**src/fetch_pkg.sv**
```systemverilog
`default_nettype none

package fetch_pkg;

   // Byte address and raw instruction word.
   typedef logic [31:0] addr_t;
   typedef logic [31:0] inst_t;

   // Number of instructions held in one cache line.
   localparam int WORDS_PER_LINE = 4;

   // A cache line carries word 0 in its low bits.
   typedef logic [WORDS_PER_LINE*32-1:0] line_t;

   // Opcode of the unconditional jump.
   localparam logic [5:0] OP_JUMP = 6'b000010;

   // The same instruction word seen as R-format or as J-format.
   typedef union packed {
      struct packed {
         logic [5:0] opcode;
         logic [4:0] rs;
         logic [4:0] rt;
         logic [4:0] rd;
         logic [4:0] shamt;
         logic [5:0] funct;
      } r;
      struct packed {
         logic [5:0]  opcode;
         logic [25:0] target;
      } j;
   } inst_u;

endpackage

`default_nettype wire

```
**src/ifq.sv**
```systemverilog
`default_nettype none
`timescale 1ns/1ps

module ifq #(
   parameter int IFQ_LINES = 4
) (
   input  logic             clk,
   input  logic             rst_n,
   input  logic             fetch_en,
   // Instruction cache side.
   output logic             icache_ren,
   output logic             icache_abort,
   output fetch_pkg::addr_t icache_addr,
   input  fetch_pkg::line_t icache_line,
   input  logic             icache_valid,
   // Dispatch side.
   output fetch_pkg::inst_t q_inst,
   output fetch_pkg::addr_t q_pc_plus4,
   output logic             q_empty,
   input  logic             q_ren,
   input  logic             br_valid,
   input  fetch_pkg::addr_t br_addr
);

   // Word offset bits inside a line.
   localparam int WB = $clog2(fetch_pkg::WORDS_PER_LINE);

   // Slot index bits, plus one wrap bit for the line pointers.
   localparam int SLOT_W = $clog2(IFQ_LINES);
   localparam int LP_W   = SLOT_W + 1;
   localparam int RP_W   = LP_W + WB;

   localparam int LINE_BYTES = fetch_pkg::WORDS_PER_LINE * 4;
   localparam int INST_W     = $bits(fetch_pkg::inst_t);

   localparam fetch_pkg::addr_t LINE_STEP = fetch_pkg::addr_t'(LINE_BYTES);
   localparam fetch_pkg::addr_t LINE_MASK = ~fetch_pkg::addr_t'(LINE_BYTES - 1);

   fetch_pkg::line_t line_mem [IFQ_LINES];

   // The write pointer counts lines, the read pointer counts words.
   logic [LP_W-1:0] wptr_r;
   logic [LP_W-1:0] wptr_next;
   logic [RP_W-1:0] rptr_r;
   logic [RP_W-1:0] rptr_next;
   logic [LP_W-1:0] rd_line;
   logic [LP_W-1:0] rd_line_next;
   logic [WB-1:0]   rd_word;

   fetch_pkg::addr_t fetch_addr_r;
   fetch_pkg::addr_t rd_pc_r;

   logic is_empty;
   logic is_full;
   logic next_full;
   logic bypass;
   logic consume;
   logic write_line;
   logic fetch_req;

   fetch_pkg::line_t stored_line;
   fetch_pkg::inst_t stored_word;
   fetch_pkg::inst_t bypass_word;

   assign rd_line      = rptr_r[WB +: LP_W];
   assign rd_word      = rptr_r[WB-1:0];
   assign rd_line_next = rptr_next[WB +: LP_W];

   // Equal slots with equal wrap bits mean empty, with different wrap bits full.
   assign is_empty  = (wptr_r == rd_line);
   assign is_full   = (wptr_r[SLOT_W] != rd_line[SLOT_W]) &&
                      (wptr_r[SLOT_W-1:0] == rd_line[SLOT_W-1:0]);
   assign next_full = (wptr_next[SLOT_W] != rd_line_next[SLOT_W]) &&
                      (wptr_next[SLOT_W-1:0] == rd_line_next[SLOT_W-1:0]);

   // When nothing is stored, the line arriving now is the one the read
   // pointer waits for, so its word is shown directly.
   assign bypass  = is_empty & icache_valid;
   assign q_empty = bypass ? 1'b0 : is_empty;
   assign consume = q_ren & ~q_empty;

   // A line that lands in the redirect cycle belongs to the old path.
   assign write_line = icache_valid & ~br_valid & ~is_full;

   assign stored_line = line_mem[rd_line[SLOT_W-1:0]];
   assign stored_word = stored_line[rd_word*INST_W +: INST_W];
   assign bypass_word = icache_line[rd_word*INST_W +: INST_W];

   assign q_inst     = bypass ? bypass_word : stored_word;
   assign q_pc_plus4 = rd_pc_r + 32'd4;

   // On a redirect both pointers restart at slot 0.
   // The read pointer keeps the word offset of the target.
   assign rptr_next = br_valid ? {{LP_W{1'b0}}, br_addr[2 +: WB]} :
                      consume  ? rptr_r + 1'b1 : rptr_r;
   assign wptr_next = br_valid   ? '0 :
                      write_line ? wptr_r + 1'b1 : wptr_r;

   // A request is made only if its answer will find a free slot.
   assign icache_ren   = fetch_en & ~next_full;
   assign icache_addr  = fetch_addr_r;
   assign icache_abort = br_valid & icache_ren;
   assign fetch_req    = icache_ren & ~icache_abort;

   always_ff @(posedge clk or negedge rst_n) begin
      if (!rst_n) begin
         wptr_r       <= '0;
         rptr_r       <= '0;
         fetch_addr_r <= '0;
         rd_pc_r      <= '0;
      end else begin
         wptr_r <= wptr_next;
         rptr_r <= rptr_next;
         if (br_valid) begin
            fetch_addr_r <= br_addr & LINE_MASK;
            rd_pc_r      <= {br_addr[31:2], 2'b00};
         end else begin
            if (fetch_req) begin
               fetch_addr_r <= fetch_addr_r + LINE_STEP;
            end
            if (consume) begin
               rd_pc_r <= rd_pc_r + 32'd4;
            end
         end
      end
   end

   // Line storage.
   // A bypassed line is written as well, since the read pointer stays on it
   // until its last word is consumed.
   always_ff @(posedge clk or negedge rst_n) begin
      if (!rst_n) begin
         for (int i = 0; i < IFQ_LINES; i++) begin
            line_mem[i] <= '0;
         end
      end else if (write_line) begin
         line_mem[wptr_r[SLOT_W-1:0]] <= icache_line;
      end
   end

endmodule

`default_nettype wire

```
**config.mk**
```make
export PLATFORM = sky130hd
export DESIGN_NAME = ifq
export DESIGN_NICKNAME = d
export VERILOG_FILES = /design/src/fetch_pkg.sv /design/src/ifq.sv
export SDC_FILE = /design/constraint.sdc
export NUM_CORES = 1
export LEC_CHECK = 0
export BUFFER_PORTS_ARGS = -buffer_cell sky130_fd_sc_hd__buf_4
export CORE_ASPECT_RATIO = 0.5
export CORE_MARGIN = 1.5
export CORE_UTILIZATION = 50
export CTS_CLUSTER_SIZE = 24
export DETAILED_ROUTE_END_ITERATION = 8
export PLACE_DENSITY = 0.69
export SKIP_CTS_REPAIR_TIMING = 1
export SLEW_MARGIN = 20
export SYNTH_ARGS = -nofsm -noshare
export SYNTH_HDL_FRONTEND = slang
export SYNTH_SLANG_ARGS = --single-unit
```
**constraint.sdc**
```tcl
create_clock -name clk -period 3.3 [get_ports clk]
set_input_delay 0.33 -clock clk [delete_from_list [all_inputs] [get_ports clk]]
set_output_delay 0.33 -clock clk [all_outputs]
set_load 0.01 [all_outputs]
```
* Word-level counts from Yosys, hierarchy flattened
Cells that the tools add are included.
Cells by class: add/subtract/negate cells 4, order comparisons 3, equal/unequal tests 5, shifts and indexed selects 2, muxes and demuxes 16, bitwise gates (word level) 14, reductions and logical operators 5
Operators by type and width (count):
- $bwmux W512 | 1
- $mux W128 | 3
- $bmux W128 S2 | 1
- $demux W128 S2 | 1
- $shiftx A128 B8 Y32 | 2
- $mux W32 | 5
- $add A32 B3 Y32 const B | 1
- $add A32 B5 Y32 const B | 1
- $mux W5 | 2
- $and A1 B1 Y1 | 7
- $ge A3 B3 Y1 const B | 2
- $mux W3 | 2
- $not A2 Y3 | 2
- $add A5 B1 Y5 const B | 1
- $not A1 Y1 | 5
- $eq A2 B2 Y1 | 2
- $reduce_bool A2 Y1 | 2
- $add A3 B1 Y3 const B | 1
- $eq A3 B3 Y1 | 1
- $logic_and A1 B1 Y1 | 3
- $lt A3 B1 Y1 const B | 1
- $ne A1 B1 Y1 | 2
- $mux W1 | 1
Word-level totals: register bits after elaboration 584, input port bits 166, output and inout port bits 99, word-level logic and storage cells 58

* Depth between registers and ports, before layout
depth after elaboration 16, mapped depth 10, gate-level depth less buffers 8

* Worst setup path before layout
No wires, ideal clock.
path kind reg2out, start reg rptr_r[2], end out q_inst[0], arrival time 2.612 ns, data required time 2.970 ns, setup slack 0.358 ns, cell stages (with the launch flop) 7, buffers on the path 3, cells stage by stage dfrtp_1 -> buf_4 -> buf_2 -> buf_1 -> mux4_2 -> mux4_2 -> mux2_2
On the way: longest elaborated chain between the ends 6, elaborated cells between the ends (all ways) 8
Ends and longest elaborated chain:
- start, declared | RTL line ifq.sv:44 | logic [RP_W-1:0] rptr_r;
- start signal, assigned | RTL line ifq.sv:113 | rptr_r <= rptr_next;
- $not A2 Y3 (implied by the code) | RTL line ifq.sv:85 | assign stored_line = line_mem[rd_line[SLOT_W-1:0]];
- $bmux W128 S2 | RTL line ifq.sv:85
- $mux W128 (implied by the code) (2 in a row) | RTL line ifq.sv:85
- $shiftx A128 B8 Y32 | RTL line ifq.sv:86 | assign stored_word = stored_line[rd_word*INST_W +: INST_W];
- $mux W32 * | RTL line ifq.sv:89 | assign q_inst = bypass ? bypass_word : stored_word;
- end, declared | RTL line ifq.sv:17 | output fetch_pkg::inst_t q_inst,
Every way passes the cells marked *; elsewhere a longest branch is shown, timed or not. The select of a mux whose other input is x is not followed.

* Worst setup path in the final report
start reg rptr_r[2], end out q_inst[7]
The elaborated chain is that of the path after synthesis.

==> metrics.csv <==
metric,value,unit
Num CTS Buffers,52,
chip width,341,um
Layout Cells excl Fill,3054,
"Critical Path, Cell by Cell",buf_12 -> clkbuf_16 -> mux4_2 -> mux4_2 -> mux2_4 -> buf_4,
GRT overflow,0,
syn_area_per_cell,15.1,um2
synth warn,0,
clock sink total,578,
"Max FO, Critical Path",11,
WS Path Type,flop to output port,
post-synthesis sequential area ratio,0.506,
Wirelength per Cell,22.6,um
cell mode on critical path,mux4_2,
"CTS clk-pin slew, worst paths",0.07,ns
Yosys top cell by area,dfrtp_1,
area fraction of the dominant cell type after synthesis,0.506,
CP Data Required Time,2.97,ns
Yosys reg bits,578,
Post-synth EDFFs,0,
clock group share of total power,0.277,
Rows,61,
"delay-heaviest family, CP",multiplexers,
Syn Inst Count,1890,
final slew viol count,0,
Syn-to-layout area delta,22.9,%
fmax,303,MHz
Remaining DRCs,0,
nets@finish,2425,
Longest Clk Path Bufs,3,
synth top area cells,"dfrtp_1 51%, mux2_2 22%, mux4_2 15%, xnor2_1 1.0%, a211oi_1 0.92%",
Vias,17900,
Worst EP arrival,2.97,ns
Die Ht,172,um
die area,58700,um2
final setup vio count,0,
fillers,4188,
Async SR Flop Fraction,1.00,
Yosys cell types,57,
switching power,6.18,mW
Switching Share,0.268,
initial antenna violation count,3,
LEAKAGE,15.3,nW
Port Buffer Count,256,
Period minus WS final,3.30,ns
post-route ant nets,0,
Met1 Wirelength,30.4,mm
CP peak stage delay,0.52,ns
Startpoint Class,flop,
"Top FF cell, synth",dfrtp_1,
dpl ws,0.245,ns
H-tree levels,2,
first-pass iteration count of the detailed router,4,
Core Region,56000,um2
gr usage total,0.228,
first-pass GRT wire length,104,mm
Internal,16.9,mW
outcome,completed,
vias in the first global route,18000,
power per cell area,656,nW/um2
via/cell ratio,5.85,
largest net degree at the start of global routing,108,
Initial DRC Count,1071,
HP Class,input pin to flop,
DP HPWL,41.6,mm
Post-Route Setup TNS,0,ns
Setup WS post-layout,0.00336,ns
maximum resistive drop on vdd,384,uV
uppermost layer routed,met4,
Final Hold Viols,0,
CP max stage cell,dfrtp_4,
share of cells above drive strength 1,0.516,
final wirelength,69.1,mm
CTS tree,yes,
Root Driver,clkbuf_16,
placed insts,2819,
Setup crit end kind,output port,
worst skew pair latency,0.60,ns
"commonest non-fill, non-tap cell in the layout",dfrtp_1,
Max-cap violations,0,
combinational power share,0.276,
WP buf/inv,3,
Layout Skew,0.0150,ns
Worst-Margin Slew,0.949,ns
Slew headroom,0.367,
storage element area,14500,um2
Multi-input gate area,13600,um2
Placer Congestion,0.834,
RSZ-0062 raised after global routing,yes,
"Cell Area, Synth",28600,um2
Initial Util,0.510,
I/O Pins,265,
WL met2,34.3,mm
met3 routed WL,2.85,mm
Sequential Power Share,0.448,
period utilisation layout,0.999,
most frequent cells in the layout,"572 x dfrtp_1, 528 x mux2_2, 256 x buf_4",
==> cells by family after synthesis <==
group                      synth area share
DFF                                   0.506
other                              0.000131
adders and majority gates           0.00306
muxes                                 0.369
buffers and inverters                0.0251
AOI/OAI and AO/OA                    0.0354
and+or+nand+nor                      0.0398
xor gates and xnor gates             0.0218
==> sequential cells by signal, summed over array words and instances (netlist names) <==
name,cells
icache_addr,28
line_mem,512
rd_pc_r,30
rptr_r,5
wptr_r,3
==> area by class of cell <==
type | instances | share of cell area
Tap cell | 756 | 0.0269
Multi-Input combinational cell | 1161 | 0.386
Antenna cell | 3 | 0.000214
Inverter | 17 | 0.00182
Timing Repair Buffer | 442 | 0.122
Clock buffer | 69 | 0.0408
Sequential cell | 578 | 0.412
Clock inverter | 28 | 0.00979
==> per-stage QoR <==
stage / util / total power [mW] / hold WS, ns / cell area, um2
after CTS: 0.596 / 22.8 / -0.369 / 33400
after global placement: 0.564 / 16.1 / 0.277 / 31600
after floorplan: - / 14.4 / 0.0344 / 28600
after detailed placement: 0.564 / 16.4 / 0.275 / 31600
final: 0.627 / 23.1 / 0.0139 / 35100
after global routing: 0.627 / 24.2 / -0.00510 / 35100
==> final timing paths <==
check / startpoint / to / slack, ns / cells past startpoint
worst max-delay path: rptr_r[2]$_DFF_PN0_ / q_inst[7] / 0.003 / 6
worst min-delay path: icache_line[102] / line_mem[358]$_DFFE_PN0P_ / 0.01 / 2
worst max register to register: rptr_r[2]$_DFF_PN0_ / icache_addr[14]$_DFFE_PN0P_ / 0.31 / 7
worst min register to register: line_mem[234]$_DFFE_PN0P_ / line_mem[234]$_DFFE_PN0P_ / 0.50 / 1
max in group asynchronous: rst_n / line_mem[374]$_DFFE_PN0P_ / 2.05 / 3
min in group asynchronous: rst_n / rd_pc_r[18]$_DFFE_PN0N_ / 0.24 / 2
==> power groups by stage <==
stage | clock network, mW | logic (mW) | registers (mW)
after global placement | 0 | 5.82 | 10.3
after floorplan | 0 | 4.34 | 10.1
final | 6.38 | 6.36 | 10.3
after detailed placement | 0 | 5.97 | 10.4
after CTS | 6.52 | 5.99 | 10.3
after global routing | 6.83 | 6.82 | 10.6
==> synth_stat cells, drive strengths merged, types with 12 or more instances <==
library cell and number:
nand2 45, inv 17, nor2 57, a21boi 12, o21ai 12, clkbuf 52
a211oi 35, and3 26, xor2 32, o31ai 12, xnor2 34, buf 87
nand2b 16, mux4 192, nand3 25, dfrtp 578, mux2 547
==> routing by layer <==
metal | up-vias | track usage
met4 | 0 | 0.0603
met2 | 354 | 0.386
met5 | - | 0
met1 | 9525 | 0.312
met3 | 98 | 0.0301
li1 | 7874 | -
(Power assumes the default switching activity.)
