### src/fetch_pkg.sv
`default_nettype none

package fetch_pkg;

   // Byte address and raw instruction word.
   typedef logic [31:0] addr_t;
   typedef logic [31:0] inst_t;

   // Number of instructions held in one cache line.
   localparam int WORDS_PER_LINE = 4;

   // A cache line carries word 0 in its low bits.
   typedef logic [WORDS_PER_LINE*32-1:0] line_t;

   // Opcode of the unconditional jump.
   localparam logic [5:0] OP_JUMP = 6'b000010;

   // The same instruction word seen as R-format or as J-format.
   typedef union packed {
      struct packed {
         logic [5:0] opcode;
         logic [4:0] rs;
         logic [4:0] rt;
         logic [4:0] rd;
         logic [4:0] shamt;
         logic [5:0] funct;
      } r;
      struct packed {
         logic [5:0]  opcode;
         logic [25:0] target;
      } j;
   } inst_u;

endpackage

`default_nettype wire

### src/dispatch.sv
`default_nettype none
`timescale 1ns/1ps

module dispatch (
   input  logic             clk,
   input  logic             rst_n,
   // Fetch queue side.
   input  fetch_pkg::inst_t q_inst,
   input  fetch_pkg::addr_t q_pc_plus4,
   input  logic             q_empty,
   output logic             q_ren,
   output logic             br_valid,
   output fetch_pkg::addr_t br_addr,
   // Stall from later stages.
   input  logic             hold,
   // Issue record.
   output logic             issue_valid,
   output logic             issue_is_jump,
   output fetch_pkg::addr_t issue_pc,
   output fetch_pkg::inst_t issue_inst,
   output logic [4:0]       issue_rs,
   output logic [4:0]       issue_rt,
   output logic [4:0]       issue_rd
);

   fetch_pkg::inst_u word;

   logic is_jump;

   assign word = q_inst;

   // One instruction per cycle whenever the queue has one and nothing stalls.
   assign q_ren = ~hold & ~q_empty;

   assign is_jump = (word.j.opcode == fetch_pkg::OP_JUMP);

   // Jump target keeps the region bits of the following pc.
   assign br_addr  = {q_pc_plus4[31:28], word.j.target, 2'b00};
   assign br_valid = q_ren & is_jump;

   always_ff @(posedge clk or negedge rst_n) begin
      if (!rst_n) begin
         issue_valid <= 1'b0;
      end else begin
         issue_valid <= q_ren;
      end
   end

   // The record is only loaded when an instruction is taken.
   // It holds its last value otherwise.
   always_ff @(posedge clk or negedge rst_n) begin
      if (!rst_n) begin
         issue_is_jump <= 1'b0;
         issue_pc      <= '0;
         issue_inst    <= '0;
         issue_rs      <= '0;
         issue_rt      <= '0;
         issue_rd      <= '0;
      end else if (q_ren) begin
         issue_is_jump <= is_jump;
         issue_pc      <= q_pc_plus4 - 32'd4;
         issue_inst    <= q_inst;
         if (is_jump) begin
            // J-format has no register operands.
            issue_rs <= '0;
            issue_rt <= '0;
            issue_rd <= '0;
         end else begin
            issue_rs <= word.r.rs;
            issue_rt <= word.r.rt;
            issue_rd <= word.r.rd;
         end
      end
   end

endmodule

`default_nettype wire

### config.mk
export PLATFORM = sky130hd
export DESIGN_NAME = dispatch
export DESIGN_NICKNAME = d
export VERILOG_FILES = /design/src/fetch_pkg.sv /design/src/dispatch.sv
export SDC_FILE = /design/constraint.sdc
export NUM_CORES = 1
export LEC_CHECK = 0
export BUFFER_PORTS_ARGS = -buffer_cell sky130_fd_sc_hd__buf_2
export CORE_MARGIN = 2
export CORE_UTILIZATION = 41
export CTS_CLUSTER_SIZE = 16
export DETAILED_ROUTE_END_ITERATION = 6
export PLACE_DENSITY = 0.72
export SLEW_MARGIN = 10
export SYNTH_ARGS = -nofsm -noshare
export SYNTH_HDL_FRONTEND = slang
export SYNTH_SLANG_ARGS = --single-unit
### constraint.sdc
create_clock -name clk -period 2.8 [get_ports clk]
set_clock_uncertainty 0.05 [all_clocks]
set_input_delay 0.14 -clock clk [delete_from_list [all_inputs] [get_ports clk]]
set_output_delay 0.14 -clock clk [all_outputs]
set_load 0.005 [all_outputs]
Yosys cells after proc, flatten, opt, wreduce, memory -nomap -nowiden

Cells that the tools add are included.

Bitwise operators: 4
Add/subtract/negate cells: 1
Multiplexer cells: 3
Equality and inequality tests: 1

Operator list:

| cell                  | count |
|---|---|
| $sub 32x3->32 const B | 1 |
| $mux 5                | 3 |
| $eq 6x2->1 const B    | 1 |
| $and 1x1->1           | 2 |
| $not 1->1             | 2 |

Input bits: 68
Output and inout bits: 115
Bits in registers: 81

Logic depth before layout (Yosys ltp)

Gate-level depths: netlist of run 1.

Depth in word-level cells: 3
Gate-level depth with buffers: 7
Gate-level depth less buffers: 6

Worst setup path after synthesis of run 1

No wires, ideal clock.

Kind: input -> register
Start: in q_pc_plus4[26]
End: reg issue_pc[30]
Library setup time: 82 ps
Path slack: 913 ps
Data arrival time: 1756 ps
Cell stages on the path: 5
Path buffers: 1
Cell sequence: or4_1 buf_2 or4_4 or4_1 a31oi_1

Cells in the longest elaborated chain, start to end: 1

Ends and longest elaborated chain:

| element              | line           | text |
|---|---|---|
| from (decl)          | dispatch.sv:9  | `input fetch_pkg::addr_t q_pc_plus4,` |
| $sub 32x3->32        | dispatch.sv:61 | `issue_pc <= q_pc_plus4 - 32'd4;` |
| to (signal assigned) | dispatch.sv:61 |  |
| to (decl)            | dispatch.sv:19 | `output fetch_pkg::addr_t issue_pc,` |

No other way between the ends.
A chain may end at the register's enable or synchronous reset.

Worst setup path after layout of run 1

Start: in q_pc_plus4[2]
End: reg issue_pc[12]

The elaborated chain is that of the path after synthesis.

==> metrics.md, run 1 <==
| Metric | Value |
|---|---|
| # rows | 35 |
| Core Region | approximately 9000 um^2 |
| Tot GR Track Use | 0.201 |
| Chip height | between 100 and 150 um |
| Critical path's top delay family | simple AND/OR/NAND/NOR gates |
| H-tree levels | 3 |
| Reg-to-Reg Start | issue_pc[10]$_DFFE_PN0P_ |
| EDFF count, synth | 0 |
| Switching pwr | 772 uW |
| Cells after synthesis | about 430 |
| Die Wd | roughly 100 um |
| Pint | around 1.9 mW |
| Worst hold margin | 0.0223 ns |
| Reg power frac | 0.517 |
| Initial cell density of the core | 0.417 |
| Initial antenna violation count | 0 |
| Max incr delay on CP | roughly 0.63 ns |
| Worst slew pin tran | 1.01 ns |
| Setup violations, final | 0 |
| Hold Violations, Final | 0 |
| Max VDD drop | 0.222 mV |
| Max-cap violations | 0 |
| CP Buf/Inv Count | 3 |
| Clock sinks | 81 |
| Lkg Pwr | about 2.6 nW |
| Fmax | ~440 MHz |
| Period minus WS final | around 2.3 ns |
| Post-synth top flop | dfrtp_1 |
| Max-Slew Margin vs Limit | 0.328 |
| Hold Crit Class | in2reg |
| Number of buffers created by CTS | 9 |
| Period utilisation layout | 0.820 |
| Vias per cell | just over 5 |
| Net Sw Frac | 0.287 |
| CP cell instances | dlygate4sd3_1 > buf_2 > inv_1 > ha_1 > or4b_2 > or3_1 > xor2_1 > o21ai_1 |
| Design area | between 5000 and 6000 um^2 |
| Initial DRC count | between 100 and 150 |
| P&R area growth vs syn | 34.5% |
| Global-route wire length before repair | around 16 mm |
| Wire per inst | 13.9 um |
| Ys async rst share | 1.00 |
| Fin cells | a little over 700 |
| Outcome | complete, no violations |
| Crit path required time | between 2 and 3 ns |
| Clock slew at reported path FFs | 0.09 ns |
| I/O pin cnt | between 150 and 200 |
| CP max FO | 5 |
| Clock Root Buffer | clkbuf_8 |
| Synthesized cell area | 3820 um^2 |
| Final weighted congestion in routability-driven placement | 0.901 |
| Hold path start | q_pc_plus4[26] |
| RSZ-0062 raised after global routing | no |
| Layout net count | about 680 |
| Final ANT Viol Nets | 0 |
| Worst Setup End Kind | register |
| Synthesis warning total | 0 |
| Startpoint types | input pin |
| Gr ovfl total | 0 |
| Slowest stage cell, crit path | or4b_2 |
| # DRC | 0 |
| Avg Cell Area, Syn | 8.98 um^2 |
| Combinational power share | 0.203 |
| Pwr Density | roughly 520 nW/um^2 |
| Layout cells sized above 1 | 0.342 |
| I/O Buffers | 180 |
| Number of global-route vias before repair | 3461 |
| Clock network power share | 0.280 |
| Post-place instance area | roughly 4600 um^2 |
| Vias | 3647 |
| Crit Path Class | in2reg |
| Synthesized flop and latch total | about 80 |
| CP arrival | 2.45 ns |
| Netlist cell types | 36 |
| Dpl cells | about 670 |
| Pin count of the biggest net entering global routing | around 80 |
| Worst skew pair latency | around 0.33 ns |
| CTS tree | yes |
| Ant diodes | 0 |
| CTS Buffer Depth | 2 |
| Sequential-to-total area share from yosys stat | 0.531 |
| Initial DRT Pass Iterations | 4 |
| Max-slew violations | 0 |
| Post-Route WL | between 10 and 15 mm |
| Crit. Startpoint | q_pc_plus4[2] |
| Setup TNS Final | 0 ns |
| DIE AREA | 10100 um^2 |
| Post-DP HPWL | about 7.0 mm |
[synthesized netlist by cell type, drive strengths merged (4+ instances only)]
| master | number | area (um^2) |
|---|---|---|
| a31oi | 15 | 93.8 |
| buf | 37 | 260 |
| clkbuf | 17 | 63.8 |
| dfrtp | 81 | 2030 |
| nand2 | 136 | 510 |
| nand4 | 5 | 31.3 |
| nor2 | 21 | 78.8 |
| nor3 | 7 | 35.0 |
| nor4 | 5 | 37.5 |
| o21ai | 34 | 170 |
| o31ai | 7 | 52.6 |
| or3 | 7 | 43.8 |
| or4 | 13 | 101 |
| or4b | 4 | 40.0 |
| xor2 | 10 | 87.6 |
[power by group through the flow]
stage	combinational [mW]	sequential (mW)	clock, mW
6_report	0.545	1.39	0.755
5_1_grt	0.618	1.41	0.831
4_1_cts	0.549	1.39	0.775
3_5_place_dp	0.511	1.41	0
3_3_place_gp	0.498	1.41	0
2_1_floorplan	0.209	1.42	0
[through the flow]
step	worst slack, ns	util	power [mW]
finish	0.504	0.561	2.69
global route	0.437	0.561	2.86
global placement	0.628	0.503	1.91
floorplan	0.913	-	1.63
CTS	0.545	0.561	2.72
detailed placement	0.553	0.503	1.92
[layer usage]
layer | share of wire | GRT usage
met4 | 0.015 | 0.0527
met5 | 0 | 0
met1 | 0.43 | 0.255
met3 | 0.061 | 0.0527
met2 | 0.50 | 0.342
[state kept, by name (all words and copies together), names as in the netlist]
register / flops
issue_rt: 5
issue_is_jump: 1
issue_rs: 5
issue_rd: 5
issue_inst: 32
issue_pc: 32
issue_valid: 1
[placed cells by master, fill, tap and decap left out, types with 2 or more instances in the layout]
cell type	count
nand3_1	3
xor2_1	10
xnor2_1	3
nor4b_1	2
dfrtp_1	81
clkbuf_8	10
nand2_1	136
clkinvlp_4	4
o41ai_1	3
or3_1	7
nor3_1	6
or4_1	12
conb_1	2
or4b_1	3
buf_4	9
buf_2	179
nor4_1	4
a31oi_1	15
o21ai_0	25
or2_2	2
nand4_1	5
nor2_1	21
o31ai_1	7
dlygate4sd3_1	36
o21ai_1	9
inv_1	2
nand3b_1	2
[layout make-up]
cell class              instances  area, um^2
multi-input cells             288        1460
well taps                     111         139
flip-flops and latches         81        2030
fillers                       843        4020
clock inverters                 4        30.0
clock buffers                  11         141
inverters                       3        11.3
repair buffers                224        1320
[timing repair]
action,4_1_cts,5_1_grt
resized for setup,0,0
setup buffers,0,0
hold buffers,36,0
hold endpoints to repair,118,0
[worst paths after layout]
check,slack (ns),cells past startpoint,endpoint
worst max-delay path,0.50,8,issue_pc[12]$_DFFE_PN0P_
worst min-delay path,0.02,3,issue_pc[26]$_DFFE_PN0P_
worst max register to register,2.06,2,issue_pc[10]$_DFFE_PN0P_
worst min register to register,0.42,2,issue_inst[22]$_DFFE_PN0P_
max in group asynchronous,1.59,2,issue_rd[4]$_DFFE_PN0P_
min in group asynchronous,0.45,2,issue_pc[29]$_DFFE_PN0P_
[cells by family (layout without fill, tap and decap cells)]
kind of cell	count (synthesis)	count (layout)	synth area share
buf+inv	57	242	0.0878
simple gates	212	212	0.255
other cells	1	2	0.000982
compound gates	60	60	0.0918
xor+xnor	13	13	0.0298
fa+ha+maj	1	1	0.00328
flops	81	81	0.531
[tightest hold or removal path: stages]
cell,delay (ns)
buf_2,0.11
o31ai_1,0.05
a31oi_1,0.08
Power figures use the tool's default switching activity.
==> run 2, diff against run 1 <==
Settings changed: PLACE_DENSITY 0.72 to 0.75.
Clock period 2.8 ns to 1.9 ns, I/O delays scaled along.
==> run 2 against run 1 <==
Via count grew 1.6%; wire length up 1.5%; global-route usage grew 0.53 points; core utilization grew 2.9 points.
==> metrics.md, run 2 (same netlist as run 1, synthesis figures left out) <==
| Metric | Value |
|---|---|
| Post-DP HPWL | 6.78 mm (was 6.98 mm) |
| Layout net count | 698 (was 676) |
| Outcome | complete, no violations (unchanged) |
| Hold path start | q_pc_plus4[7] (was q_pc_plus4[26]) |
| Post-Route WL | 10.2 mm (was 10.0 mm) |
| Startpoint types | input pin (unchanged) |
| Period minus WS final | ~1.8 ns |
| Crit Path Class | in2reg (unchanged) |
| Max-cap violations | 0 (unchanged) |
| Crit. Startpoint | q_pc_plus4[21] (was q_pc_plus4[2]) |
| Post-CTS Repair Setup Buffers | 0 (unchanged) |
| Clock slew at reported path FFs | 0.09 ns (about the same) |
| Global-route wire length before repair | 16.5 mm (was 16.3 mm) |
| P&R area growth vs syn | 41.6% (was 34.5%) |
| Biggest regs | issue_inst: 32 flops, issue_pc: 32 flops (unchanged) |
| DIE AREA | 10100 um^2 (unchanged) |
| # DRC | 0 (unchanged) |
| I/O pin cnt | 183 (unchanged) |
| CP max FO | 15 (was 5) |
| Hold Crit Class | in2reg (unchanged) |
| Pin count of the biggest net entering global routing | 67 (was 82) |
| Initial cell density of the core | 0.417 (unchanged) |
| RSZ-0062 raised after global routing | no (unchanged) |
| Tot GR Track Use | 0.206 (was 0.201) |
| Reg-to-Reg Start | issue_pc[7]$_DFFE_PN0P_ (was issue_pc[10]$_DFFE_PN0P_) |
| Wire per inst | 13.7 um (was 13.9 um) |
| Net Sw Frac | 0.270 (was 0.287) |
| Number of buffers created by CTS | 9 (unchanged) |
| Chip height | 100 um (unchanged) |
| Initial DRC count | 93 (was 104) |
| # fillers | 784 (was 843) |
| Reg power frac | 0.484 (was 0.517) |
| I/O Buffers | 180 (unchanged) |
| # rows | 35 (unchanged) |
| Worst Setup End Kind | register (unchanged) |
| Die Wd | 100 um (unchanged) |
| Util after Layout | 0.591 (was 0.561) |
| Layout cells sized above 1 | 0.345 (was 0.342) |
| Max-slew violations | 0 (unchanged) |
| Max VDD drop | 0.398 mV (was 0.222 mV) |
| Fmax | 557 MHz |
| Most common cell after layout, fill and taps aside | buf_2 (unchanged) |
| H-tree levels | 3 (unchanged) |
| Worst hold margin | 0.0303 ns (was 0.0223 ns) |
| Clock sinks | 81 (unchanged) |
| Clock Root Buffer | clkbuf_8 (unchanged) |
| Pint | 3.09 mW (was 1.92 mW) |
| CP arrival | 2.02 ns (was 2.45 ns) |
| Crit path required time | 2.12 ns (was 2.95 ns) |
| CTS tree | yes (unchanged) |
| Pwr Density | 783 nW/um^2 (was 524 nW/um^2) |
| Initial DRT Pass Iterations | 4 (unchanged) |
| Setup violations, final | 0 (unchanged) |
| Switching pwr | 1.14 mW (was 772 uW) |
| Lkg Pwr | 2.73 nW (was 2.60 nW) |
| Initial antenna violation count | 0 (unchanged) |
| Core Region | 9150 um^2 (unchanged) |
| Most frequent cells in the layout | buf_2 (179), nand2_1 (136), dfrtp_1 (81) (unchanged) |
| Hold Violations, Final | 0 (unchanged) |
| Period utilisation layout | 0.945 |
| Gr ovfl total | 0 (unchanged) |
| Footprint of the multi-input gates | 1470 um^2 (was 1460 um^2) |
| CTS Buffer Depth | 2 (unchanged) |
| Final ANT Viol Nets | 0 (unchanged) |
| Storage cell area | 2030 um^2 (unchanged) |
| Vias per cell | 4.97 (was 5.05) |
| Final weighted congestion in routability-driven placement | 0.936 (was 0.901) |
| Ant diodes | 0 (unchanged) |
| Clock network power share | 0.320 (was 0.280) |
| Vias | 3705 (was 3647) |
| Combinational power share | 0.196 (was 0.203) |
| Worst skew pair latency | 0.34 ns (was 0.33 ns) |
| Number of global-route vias before repair | 3635 (was 3461) |
-- run 2: stage by stage --
| stage | cells | total power [mW] | setup TNS [ns] | cell area [um^2] | worst slack, ns |
|---|---|---|---|---|---|
| 2_1_floorplan | 426 | 2.41 | 0 | 3820 | 0.0576 |
| 3_3_place_gp | 680 | 2.81 | 0 | 4700 | 0.00831 |
| 3_5_place_dp | 680 | 2.83 | -0.0112 | 4700 | -0.0112 |
| 4_1_cts | 745 | 4.28 | 0 | 5400 | 0.0614 |
| 5_1_grt | 745 | 4.48 | 0 | 5410 | 0.0266 |
| 6_report | 745 | 4.23 | 0 | 5410 | 0.104 |
-- run 2: path summary, 6_finish.rpt --
| kind | end | slack, ns | cells past startpoint |
|---|---|---|---|
| worst max-delay path | issue_pc[28]$_DFFE_PN0P_ | 0.10 | 7 |
| worst min-delay path | issue_pc[7]$_DFFE_PN0P_ | 0.03 | 3 |
| worst max register to register | issue_pc[7]$_DFFE_PN0P_ | 1.15 | 2 |
| worst min register to register | issue_inst[20]$_DFFE_PN0P_ | 0.42 | 2 |
| max in group asynchronous | issue_inst[12]$_DFFE_PN0P_ | 0.98 | 3 |
| min in group asynchronous | issue_pc[28]$_DFFE_PN0P_ | 0.21 | 2 |
-- run 2: final cells by class --
class | count | share of cell area
timing repair buffer | 246 | 0.286
sequential | 81 | 0.375
inverter | 3 | 0.00208
multi-input combinational | 288 | 0.272
clock inverter | 5 | 0.0148
clock buffer | 11 | 0.0243
tap | 111 | 0.0257
-- run 2: critical path: stages --
cell           delay (ns)
dlygate4sd3_1        0.53
buf_2                0.14
nor4_1               0.25
nand4_1              0.14
buf_4                0.20
or4b_1               0.47
a31oi_1              0.19
-- run 2: routing by layer --
layer | up-vias | track usage | routed length [um]
met4 | 0 | 0.0896 | 245
met3 | 23 | 0.0458 | 663
li1 | 1815 | - | -
met1 | 1731 | 0.241 | 4260
met2 | 136 | 0.363 | 5030
met5 | - | 0 | 0
-- run 2: timing repair --
item / in CTS / in global routing
endpoints found under the hold margin: 97 / 0
setup endpoints to repair: 0 / 1
hold buffers: 49 / 0
resized for setup: 0 / 1
-- run 2: power groups by stage --
stage               logic [mW]  clock network, mW  registers (mW)
CTS                      0.833               1.40            2.05
global placement         0.739                  0            2.07
global route             0.942               1.47            2.07
detailed placement       0.757                  0            2.08
finish                   0.830               1.36            2.05
floorplan                0.308                  0            2.10
